**src/rtl/rv_pkg.sv**
```systemverilog
`default_nettype none

package rv_pkg;

  localparam int xlen   = 32;
  localparam int reg_aw = 5;

  typedef logic [xlen-1:0]   word_t;
  typedef logic [reg_aw-1:0] reg_addr_t;

  // ----------------------------------------------------------
  // Encodings
  // ----------------------------------------------------------

  typedef enum logic [6:0] {
    OPC_OP     = 7'b0110011,
    OPC_OP_IMM = 7'b0010011,
    OPC_LOAD   = 7'b0000011,
    OPC_STORE  = 7'b0100011,
    OPC_BRANCH = 7'b1100011,
    OPC_JAL    = 7'b1101111,
    OPC_JALR   = 7'b1100111,
    OPC_LUI    = 7'b0110111,
    OPC_AUIPC  = 7'b0010111,
    OPC_SYSTEM = 7'b1110011
  } opcode_e;

  typedef enum logic [3:0] {
    ALU_ADD, ALU_SUB, ALU_SLL, ALU_SLT, ALU_SLTU,
    ALU_XOR, ALU_SRL, ALU_SRA, ALU_OR, ALU_AND
  } alu_op_e;

  typedef enum logic [1:0] {A_RS1, A_ZERO, A_PC} a_sel_e;
  typedef enum logic {B_RS2, B_IMM} b_sel_e;
  typedef enum logic [1:0] {RES_ALU, RES_MEM, RES_PC_PLUS4} res_sel_e;

  // Register op, immediate op, or plain add for addresses
  typedef enum logic [1:0] {CLS_ADD, CLS_REG, CLS_IMM} alu_class_e;

  // ----------------------------------------------------------
  // Instruction formats
  // ----------------------------------------------------------

  typedef struct packed {
    logic [6:0] funct7;
    reg_addr_t  rs2;
    reg_addr_t  rs1;
    logic [2:0] funct3;
    reg_addr_t  rd;
    opcode_e    opcode;
  } r_fmt_t;

  typedef struct packed {
    logic [11:0] imm;
    reg_addr_t   rs1;
    logic [2:0]  funct3;
    reg_addr_t   rd;
    opcode_e     opcode;
  } i_fmt_t;

  typedef struct packed {
    logic [6:0] imm_11_5;
    reg_addr_t  rs2;
    reg_addr_t  rs1;
    logic [2:0] funct3;
    logic [4:0] imm_4_0;
    opcode_e    opcode;
  } s_fmt_t;

  typedef struct packed {
    logic       imm_12;
    logic [5:0] imm_10_5;
    reg_addr_t  rs2;
    reg_addr_t  rs1;
    logic [2:0] funct3;
    logic [3:0] imm_4_1;
    logic       imm_11;
    opcode_e    opcode;
  } b_fmt_t;

  typedef struct packed {
    logic [19:0] imm_31_12;
    reg_addr_t   rd;
    opcode_e     opcode;
  } u_fmt_t;

  typedef struct packed {
    logic       imm_20;
    logic [9:0] imm_10_1;
    logic       imm_11;
    logic [7:0] imm_19_12;
    reg_addr_t  rd;
    opcode_e    opcode;
  } j_fmt_t;

  typedef union packed {
    r_fmt_t r;
    i_fmt_t i;
    s_fmt_t s;
    b_fmt_t b;
    u_fmt_t u;
    j_fmt_t j;
  } instr_u;

  // Decoded control for the instruction in flight
  typedef struct packed {
    logic       reg_write;
    logic       mem_write;
    a_sel_e     a_sel;
    b_sel_e     b_sel;
    alu_class_e alu_class;
    res_sel_e   res_sel;
    logic       is_branch;
    logic       is_jump;
    logic       is_jalr;
    logic [2:0] funct3;
    logic       funct7_b5;
  } ctrl_t;

  localparam word_t instr_nop    = 32'h0000_0013;
  localparam word_t instr_ebreak = 32'h0010_0073;

endpackage

`default_nettype wire

```
**src/rtl/rv_decoder.sv**
```systemverilog
`timescale 1ns/100ps
`default_nettype none

module rv_decoder (
  input  logic              rst_n,
  input  rv_pkg::instr_u    instr,
  output rv_pkg::ctrl_t     ctrl,
  output rv_pkg::word_t     imm,
  output rv_pkg::reg_addr_t rs1,
  output rv_pkg::reg_addr_t rs2,
  output rv_pkg::reg_addr_t rd,
  output logic              ebreak
);
  import rv_pkg::*;

  // Register fields sit at the same place in every format
  assign rs1 = instr.r.rs1;
  assign rs2 = instr.r.rs2;
  assign rd  = instr.r.rd;

  assign ebreak = rst_n && (instr == instr_ebreak);

  always_comb begin
    ctrl.reg_write = 1'b0;
    ctrl.mem_write = 1'b0;
    ctrl.a_sel     = A_RS1;
    ctrl.b_sel     = B_RS2;
    ctrl.alu_class = CLS_ADD;
    ctrl.res_sel   = RES_ALU;
    ctrl.is_branch = 1'b0;
    ctrl.is_jump   = 1'b0;
    ctrl.is_jalr   = 1'b0;
    ctrl.funct3    = instr.r.funct3;
    ctrl.funct7_b5 = instr.r.funct7[5];
    imm            = '0;

    case (instr.r.opcode)
      OPC_OP: begin
        ctrl.reg_write = 1'b1;
        ctrl.alu_class = CLS_REG;
      end
      OPC_OP_IMM: begin
        ctrl.reg_write = 1'b1;
        ctrl.b_sel     = B_IMM;
        ctrl.alu_class = CLS_IMM;
        imm            = {{20{instr.i.imm[11]}}, instr.i.imm};
      end
      OPC_LOAD: begin
        ctrl.reg_write = 1'b1;
        ctrl.b_sel     = B_IMM;
        ctrl.res_sel   = RES_MEM;
        imm            = {{20{instr.i.imm[11]}}, instr.i.imm};
      end
      OPC_STORE: begin
        ctrl.mem_write = 1'b1;
        ctrl.b_sel     = B_IMM;
        imm            = {{20{instr.s.imm_11_5[6]}}, instr.s.imm_11_5, instr.s.imm_4_0};
      end
      OPC_BRANCH: begin
        ctrl.is_branch = 1'b1;
        imm = {{19{instr.b.imm_12}}, instr.b.imm_12, instr.b.imm_11,
               instr.b.imm_10_5, instr.b.imm_4_1, 1'b0};
      end
      OPC_JAL: begin
        ctrl.reg_write = 1'b1;
        ctrl.is_jump   = 1'b1;
        ctrl.res_sel   = RES_PC_PLUS4;
        imm = {{11{instr.j.imm_20}}, instr.j.imm_20, instr.j.imm_19_12,
               instr.j.imm_11, instr.j.imm_10_1, 1'b0};
      end
      OPC_JALR: begin
        ctrl.reg_write = 1'b1;
        ctrl.is_jump   = 1'b1;
        ctrl.is_jalr   = 1'b1;
        ctrl.b_sel     = B_IMM;
        ctrl.res_sel   = RES_PC_PLUS4;
        imm            = {{20{instr.i.imm[11]}}, instr.i.imm};
      end
      OPC_LUI: begin
        ctrl.reg_write = 1'b1;
        ctrl.a_sel     = A_ZERO;
        ctrl.b_sel     = B_IMM;
        imm            = {instr.u.imm_31_12, 12'b0};
      end
      OPC_AUIPC: begin
        ctrl.reg_write = 1'b1;
        ctrl.a_sel     = A_PC;
        ctrl.b_sel     = B_IMM;
        imm            = {instr.u.imm_31_12, 12'b0};
      end
      // SYSTEM and unknown words change no state
      default: begin
      end
    endcase

    // Hold off side effects while in reset
    if (!rst_n) begin
      ctrl.reg_write = 1'b0;
      ctrl.mem_write = 1'b0;
    end

    assert (!(ctrl.reg_write && ctrl.mem_write))
      else $error("decoder raised reg_write and mem_write together");
  end

endmodule

`default_nettype wire

```
**src/rtl/rv_regfile.sv**
```systemverilog
`timescale 1ns/100ps
`default_nettype none

module rv_regfile (
  input  logic              clk,
  input  logic              rst_n,
  input  rv_pkg::reg_addr_t rs1_addr,
  input  rv_pkg::reg_addr_t rs2_addr,
  input  rv_pkg::reg_addr_t rd_addr,
  input  logic              rd_en,
  input  rv_pkg::word_t     rd_data,
  output rv_pkg::word_t     rs1_data,
  output rv_pkg::word_t     rs2_data
);
  import rv_pkg::*;

  // x0 has no storage
  word_t regs [1:31];

  always_ff @(posedge clk) begin
    if (!rst_n) begin
      for (int i = 1; i < 32; i++) begin
        regs[i] <= '0;
      end
    end else if (rd_en && rd_addr != '0) begin
      regs[rd_addr] <= rd_data;
    end
  end

  assign rs1_data = (rs1_addr == '0) ? '0 : regs[rs1_addr];
  assign rs2_data = (rs2_addr == '0) ? '0 : regs[rs2_addr];

  a_x0_rs1: assert property (@(posedge clk) rs1_addr == '0 |-> rs1_data == '0);
  a_x0_rs2: assert property (@(posedge clk) rs2_addr == '0 |-> rs2_data == '0);

endmodule

`default_nettype wire

```
**src/rtl/rv_execute.sv**
```systemverilog
`timescale 1ns/100ps
`default_nettype none

module rv_execute (
  input  rv_pkg::ctrl_t ctrl,
  input  rv_pkg::word_t rs1_data,
  input  rv_pkg::word_t rs2_data,
  input  rv_pkg::word_t imm,
  input  rv_pkg::word_t pc,
  input  rv_pkg::word_t pc_plus4,
  input  rv_pkg::word_t mem_rdata,
  output rv_pkg::word_t alu_result,
  output rv_pkg::word_t rd_data
);
  import rv_pkg::*;

  word_t      alu_a;
  word_t      alu_b;
  alu_op_e    alu_op;
  logic [4:0] shamt;

  // ----------------------------------------------------------
  // Operand select
  // ----------------------------------------------------------

  always_comb begin
    case (ctrl.a_sel)
      A_ZERO:  alu_a = '0;
      A_PC:    alu_a = pc;
      default: alu_a = rs1_data;
    endcase
  end

  assign alu_b = (ctrl.b_sel == B_IMM) ? imm : rs2_data;
  assign shamt = alu_b[4:0];

  // ----------------------------------------------------------
  // ALU op decode
  // ----------------------------------------------------------

  always_comb begin
    if (ctrl.alu_class == CLS_ADD) begin
      alu_op = ALU_ADD;
    end else begin
      case (ctrl.funct3)
        // Only register ops subtract since ADDI bit 30 is immediate
        3'b000:  alu_op = (ctrl.alu_class == CLS_REG && ctrl.funct7_b5) ? ALU_SUB : ALU_ADD;
        3'b001:  alu_op = ALU_SLL;
        3'b010:  alu_op = ALU_SLT;
        3'b011:  alu_op = ALU_SLTU;
        3'b100:  alu_op = ALU_XOR;
        3'b101:  alu_op = ctrl.funct7_b5 ? ALU_SRA : ALU_SRL;
        3'b110:  alu_op = ALU_OR;
        default: alu_op = ALU_AND;
      endcase
    end
  end

  // ----------------------------------------------------------
  // ALU and write-back select
  // ----------------------------------------------------------

  always_comb begin
    case (alu_op)
      ALU_ADD:  alu_result = alu_a + alu_b;
      ALU_SUB:  alu_result = alu_a - alu_b;
      ALU_SLL:  alu_result = alu_a << shamt;
      ALU_SLT:  alu_result = {{(xlen-1){1'b0}}, $signed(alu_a) < $signed(alu_b)};
      ALU_SLTU: alu_result = {{(xlen-1){1'b0}}, alu_a < alu_b};
      ALU_XOR:  alu_result = alu_a ^ alu_b;
      ALU_SRL:  alu_result = alu_a >> shamt;
      ALU_SRA:  alu_result = $signed(alu_a) >>> shamt;
      ALU_OR:   alu_result = alu_a | alu_b;
      ALU_AND:  alu_result = alu_a & alu_b;
      default:  alu_result = '0;
    endcase
  end

  always_comb begin
    case (ctrl.res_sel)
      RES_MEM:      rd_data = mem_rdata;
      RES_PC_PLUS4: rd_data = pc_plus4;
      default:      rd_data = alu_result;
    endcase
  end

endmodule

`default_nettype wire

```
**src/rtl/rv_fetch.sv**
```systemverilog
`timescale 1ns/100ps
`default_nettype none

module rv_fetch #(
  parameter rv_pkg::word_t RESET_PC = 32'h0000_0000
) (
  input  logic          clk,
  input  logic          rst_n,
  input  rv_pkg::ctrl_t ctrl,
  input  rv_pkg::word_t rs1_data,
  input  rv_pkg::word_t rs2_data,
  input  rv_pkg::word_t imm,
  input  rv_pkg::word_t alu_result,
  output rv_pkg::word_t pc,
  output rv_pkg::word_t pc_plus4
);
  import rv_pkg::*;

  logic  rs_eq;
  logic  rs_lt_s;
  logic  rs_lt_u;
  logic  branch_taken;
  word_t pc_next;

  assign pc_plus4 = pc + 32'd4;

  // Branch compare
  assign rs_eq   = (rs1_data == rs2_data);
  assign rs_lt_s = ($signed(rs1_data) < $signed(rs2_data));
  assign rs_lt_u = (rs1_data < rs2_data);

  always_comb begin
    case (ctrl.funct3)
      3'b000:  branch_taken = rs_eq;
      3'b001:  branch_taken = !rs_eq;
      3'b100:  branch_taken = rs_lt_s;
      3'b101:  branch_taken = !rs_lt_s;
      3'b110:  branch_taken = rs_lt_u;
      3'b111:  branch_taken = !rs_lt_u;
      default: branch_taken = 1'b0;
    endcase
  end

  // JALR drops the target LSB
  always_comb begin
    if (ctrl.is_jalr) begin
      pc_next = {alu_result[xlen-1:1], 1'b0};
    end else if (ctrl.is_jump || (ctrl.is_branch && branch_taken)) begin
      pc_next = pc + imm;
    end else begin
      pc_next = pc_plus4;
    end
  end

  always_ff @(posedge clk) begin
    if (!rst_n) begin
      pc <= RESET_PC;
    end else begin
      pc <= pc_next;
    end
  end

  a_pc_aligned: assert property (@(posedge clk) disable iff (!rst_n) pc[1:0] == 2'b00);

endmodule

`default_nettype wire

```
**src/rtl/rv_core.sv**
```systemverilog
`timescale 1ns/100ps
`default_nettype none

module rv_core #(
  parameter rv_pkg::word_t RESET_PC = 32'h0000_0000
) (
  input  logic          clk,
  input  logic          rst_n,
  output rv_pkg::word_t imem_addr,
  input  rv_pkg::word_t imem_rdata,
  output rv_pkg::word_t dmem_addr,
  output rv_pkg::word_t dmem_wdata,
  output logic          dmem_we,
  input  rv_pkg::word_t dmem_rdata,
  output logic          ebreak
);
  import rv_pkg::*;

  instr_u    instr;
  ctrl_t     ctrl;
  word_t     pc;
  word_t     pc_plus4;
  word_t     imm;
  word_t     rs1_data;
  word_t     rs2_data;
  word_t     alu_result;
  word_t     rd_data;
  reg_addr_t rs1;
  reg_addr_t rs2;
  reg_addr_t rd;

  // ----------------------------------------------------------
  // Memory ports
  // ----------------------------------------------------------

  assign imem_addr  = pc;
  assign instr      = imem_rdata;
  assign dmem_addr  = alu_result;
  assign dmem_wdata = rs2_data;
  assign dmem_we    = ctrl.mem_write;

  rv_fetch #(
    .RESET_PC(RESET_PC)
  ) u_fetch (
    .clk       (clk),
    .rst_n     (rst_n),
    .ctrl      (ctrl),
    .rs1_data  (rs1_data),
    .rs2_data  (rs2_data),
    .imm       (imm),
    .alu_result(alu_result),
    .pc        (pc),
    .pc_plus4  (pc_plus4)
  );

  rv_decoder u_decoder (
    .rst_n (rst_n),
    .instr (instr),
    .ctrl  (ctrl),
    .imm   (imm),
    .rs1   (rs1),
    .rs2   (rs2),
    .rd    (rd),
    .ebreak(ebreak)
  );

  rv_regfile u_regfile (
    .clk     (clk),
    .rst_n   (rst_n),
    .rs1_addr(rs1),
    .rs2_addr(rs2),
    .rd_addr (rd),
    .rd_en   (ctrl.reg_write),
    .rd_data (rd_data),
    .rs1_data(rs1_data),
    .rs2_data(rs2_data)
  );

  // Write-back value for the register file
  rv_execute u_execute (
    .ctrl      (ctrl),
    .rs1_data  (rs1_data),
    .rs2_data  (rs2_data),
    .imm       (imm),
    .pc        (pc),
    .pc_plus4  (pc_plus4),
    .mem_rdata (dmem_rdata),
    .alu_result(alu_result),
    .rd_data   (rd_data)
  );

endmodule

`default_nettype wire

```
**config.mk**
```make
export PLATFORM = sky130hd
export DESIGN_NAME = rv_core
export DESIGN_NICKNAME = d
export VERILOG_FILES = /design/src/rtl/rv_pkg.sv /design/src/rtl/rv_decoder.sv /design/src/rtl/rv_regfile.sv /design/src/rtl/rv_execute.sv /design/src/rtl/rv_fetch.sv /design/src/rtl/rv_core.sv
export SDC_FILE = /design/constraint.sdc
export NUM_CORES = 2
export LEC_CHECK = 0
export BUFFER_PORTS_ARGS = -buffer_cell sky130_fd_sc_hd__buf_2
export CAP_MARGIN = 10
export CORE_MARGIN = 3
export CORE_UTILIZATION = 45
export DETAILED_ROUTE_END_ITERATION = 7
export PLACE_DENSITY = 0.69
export REMOVE_ABC_BUFFERS = 1
export SLEW_MARGIN = 0
export SYNTH_ARGS = -nofsm -noshare
export SYNTH_HDL_FRONTEND = slang
export SYNTH_SLANG_ARGS = --single-unit
```
**constraint.sdc**
```tcl
create_clock -name clk -period 7.4 [get_ports clk]
set_input_delay 0.74 -clock clk [delete_from_list [all_inputs] [get_ports clk]]
set_output_delay 0.74 -clock clk [all_outputs]
set_load 0.005 [all_outputs]
```
==> flow_results.org <==
** STA
- Clock Skews :: ~36 ps
- Slew of the pin with the lowest slew margin :: between 1000 and 1500 ps
- Hold violation count in the final report :: 0
- Headroom to the max-slew limit came out at approximately 23%.
- Final worst-path cycle share :: between 90% and 100%
- Endpoints failing setup :: 0
- Unrepaired setup endpoints after global routing :: false
- Timing would allow up to approximately 140 MHz.
- Worst hold margin :: roughly 610 ps
- Setup Total Neg Slack :: 0 ps
- Post-layout min period :: about 7300 ps
- The max-slew violation count was 0.

** Min path
- Path class of the lowest-slack min-delay path :: input pin to flop

** Pwr
- Of the total power, the clock network draws between 30% and 40%.
- The analysis attributes to cell leakage a power of 0.0307 uW.
- Internal power comes to around 12000 uW.
- In this run, flip-flops and latches consume about 37% of the power.
- Peak supply drop :: 225 uV
- In this run the power density over the cells is approximately 240 mW/mm^2.
- Logic pwr share :: 32.5%
- Sw Ratio :: between 30% and 40%
- Power dissipated by switching net loads :: ~6800 uW

** Setup path
- On the worst path, the slowest cell contributes a delay of about 600 ps.
- Slowest CP cell :: nor2_4
- Data arrival time at the worst-slack endpoint :: around 6600 ps
- Data required time at the worst endpoint :: roughly 6700 ps
- Counting both buffers and inverters, the worst setup path holds a total of 7.
- The critical path goes through buf_8 > nor2_4 > buf_4 > a22oi_1 > a21oi_1 > nor4_1 > buf_4 > a22oi_1 > inv_1 > ha_1 > buf_4 > nor2b_1 > o31a_1 > o31a_1 > o21a_1 > nor4_1 > buf_4 > nand2b_1 > a21o_1 > o221ai_1 > o21ai_1 > nand4_1 > buf_2.
- Classification of the worst setup path :: input pin to primary output
- The kind of cell with the highest combined delay along the critical path is compound AO/OA/AOI/OAI gates.
- Library cell appearing most often on the critical path :: buf_4
- The worst setup path is launched from an input pin.
- Maximum fanout along the worst path :: 17
- STA classifies the critical path endpoint as a primary output.

** Place
- Detailed Place HPWL :: just under 200000 um
- The congestion estimate from routability-driven global placement came to 1.09.
- Count of input and output buffers :: between 150 and 200
- Placed inst area :: between 0.07 and 0.08 mm^2

** Final layout
- The area growth from synthesis to layout is 13.5%.
- Share of post-route cells with drive strength above 1 :: around 22%
- Layout Cell Area excl Fill :: 0.0774 mm^2
- After the last flow step, the layout net total stands at between 6000 and 7000.

** Synth
- Synthesis produced roughly 6200 cells.
- Synthesis instantiated about 110 different standard cells from the library.
- Post-synth design cell area :: 0.0682 mm^2
- Of the synthesized area, sequential elements account for 46.0%.
- Main synth FF type :: edfxtp_1
- Fraction of synthesis flops using an asynchronous set or reset pin :: 0%
- Synth Register Bits :: 1056
- Yosys warns :: 0
- Avg Synthesized Cell Area :: 10.9 um^2
- In this run, synthesis inferred roughly 1000 flip-flops with an integrated enable.

** GRT
- Largest net degree at the start of global routing :: 68
- Global routing used around 38% of the available tracks.
- Antenna violations before repair :: 14
- The via count of the first global-routing pass is ~58000.
- Remaining global-route overflow :: 0
- The first global-routing pass estimated 427000 um of wire.

** Routing
- Wire per inst :: between 30 and 40 um
- The first routing iteration left 11300 violations.
- The first TritonRoute pass finished after 8 iterations.
- Using the TritonRoute via totals, the vias-per-cell ratio works out to between 7 and 8.
- Final antenna-violating net count :: 0
- Total detailed-routing wirelength :: around 310000 um
- Routed vias :: 60900
- In the routed design, unresolved DRC markers number 19.

** Clock tree
- TritonCTS built the clock tree.
- Clock-pin slew was measured on the worst setup and hold paths at 60 ps.
- The clock passes through at most 3 buffers.
- Master cell of the clock root buffer :: clkbuf_16
- Number of CTS-inserted buffers :: between 100 and 150
- Maximum level of the CTS H-tree :: 3
- Number of clock sinks :: around 1100
- The clock reaches the later pin of the worst-skew pair after around 780 ps.
- Number of buffers inserted for hold repair after clock tree synthesis :: 0

** Floorplan
- Measured along the y axis, the die boundary spans a little under 400 um.
- Total die area :: approximately 0.16 mm^2
- During I/O placement, the number of pins put on the boundary was roughly 160.
- Initial core utilization :: a little under half
- The total area inside the core boundary comes to roughly 0.15 mm^2.
- The floorplan has approximately 140 rows.
- Width of the die :: between 300 and 400 um

** Status
- The final reports fail on design-rule violations.
- The run finished, with violations left.

** Job
- The tool flagged a number of max-cap violations equal to 0.
## tightest hold or removal path, stage by stage
cell and delay [ps]:
buf_2 130, or2_2 140, nor2_2 160, a21oi_1 160
## power by group through the flow
stage	clock network (uW)	logic [uW]	registers, uW
finish	5650	6090	6970
global route	5880	6260	6980
CTS	5630	5800	6960
detailed placement	0	5770	7080
global placement	0	5750	7060
floorplan	0	2850	7010
## placed cells by master, fill, tap and decap left out, types with 32 or more instances in the layout
master	instances
nor3_1	113
a22oi_1	169
o211ai_1	32
buf_2	156
inv_1	167
mux4_2	366
conb_1	32
a21oi_1	356
buf_12	68
xnor2_1	38
nand2_1	401
nor2_2	63
mux2i_1	397
o21ai_0	148
nor2_1	1144
dfxtp_1	32
nand2_2	44
a221o_1	43
a211oi_1	79
buf_4	419
nor2b_1	50
nand4_1	41
clkbuf_16	110
edfxtp_1	1024
ha_1	168
a22o_1	36
nand3_1	58
a21o_1	43
## synthesized netlist by cell type, types with 48 or more instances
cell type	instances	area share, %
nor2b_1	53	0.49
inv_1	169	0.93
a22oi_1	169	1.9
nor2_1	1148	6.3
nand3_1	58	0.43
ha_1	169	3.1
nand2_1	463	2.5
a21oi_1	358	2.6
nor3_1	114	0.84
o21ai_0	150	1.1
mux4_2	366	12
mux2i_1	397	5.8
a211oi_1	80	0.88
buf_4	48	0.53
buf_2	153	1.1
clkbuf_1	297	1.6
nor2_2	61	0.56
edfxtp_1	1024	45
## per-layer routing
| layer | GRT usage [%] | up-vias | part of all wire, % |
|---|---|---|---|
| met5 | 0.0616 | - | 0.029 |
| li1 | - | 23900 | - |
| met1 | 47.0 | 29500 | 33 |
| met3 | 14.1 | 1545 | 17 |
| met2 | 54.8 | 5954 | 42 |
| met4 | 26.9 | 14 | 9.0 |
## cell families (layout without fill, tap and decap cells)
kind of cell | Yosys count | after routing | synth area share [%]
xor gates and xnor gates | 67 | 67 | 0.860
adders and majority gates | 172 | 172 | 3.19
AOI/OAI and AO/OA | 1289 | 1289 | 13.3
other | 1 | 40 | 0.00550
buffers and inverters | 769 | 1040 | 5.19
muxes | 774 | 774 | 18.1
and+or+nand+nor | 2118 | 2118 | 13.4
DFF | 1056 | 1056 | 46.0
## area by class of cell
type,instances,area [um^2]
sequential,1056,31400
multi-input combinational,4452,33900
inverter,193,727
tap,2016,2520
timing repair buffer,647,5360
fill,13100,72900
antenna,8,20.0
clock inverter,70,729
clock buffer,130,2830
## per-stage QoR
stage	cells	power, uW	util (%)	setup slack (ps)
6_report	8572	18700	51.5	90.7
5_1_grt	8564	19100	51.5	13.5
3_3_place_gp	8363	12800	49.1	-178
3_5_place_dp	8363	12900	49.1	-97.3
2_1_floorplan	5701	9870	-	-2740
4_1_cts	8563	18400	51.5	22.3
## worst paths after layout
| kind | from | to | slack (ps) | cells past startpoint |
|---|---|---|---|---|
| worst max-delay path | imem_rdata[15] | dmem_addr[23] | 90 | 23 |
| worst min-delay path | imem_rdata[3] | u_fetch.pc[13]$_SDFF_PN0_ | 610 | 4 |
| worst max register to register | u_regfile.regs[6][6]$_SDFFCE_PN0P_ | u_regfile.regs[13][30]$_SDFFCE_PN0P_ | 870 | 22 |
| worst min register to register | flop | flop | 750 | 2 |
## registers in the layout, indices dropped and copies added (netlist names), named ones only
register	flops
u_regfile.regs	1024
u_fetch.pc	31
## repair_timing
action / CTS / global route
pin swaps: 0 / 1
buffers inserted: 0 / 1
setup endpoints to repair: 2 / 9
gates resized for setup: 2 / 12
Power figures use the tool's default switching activity.
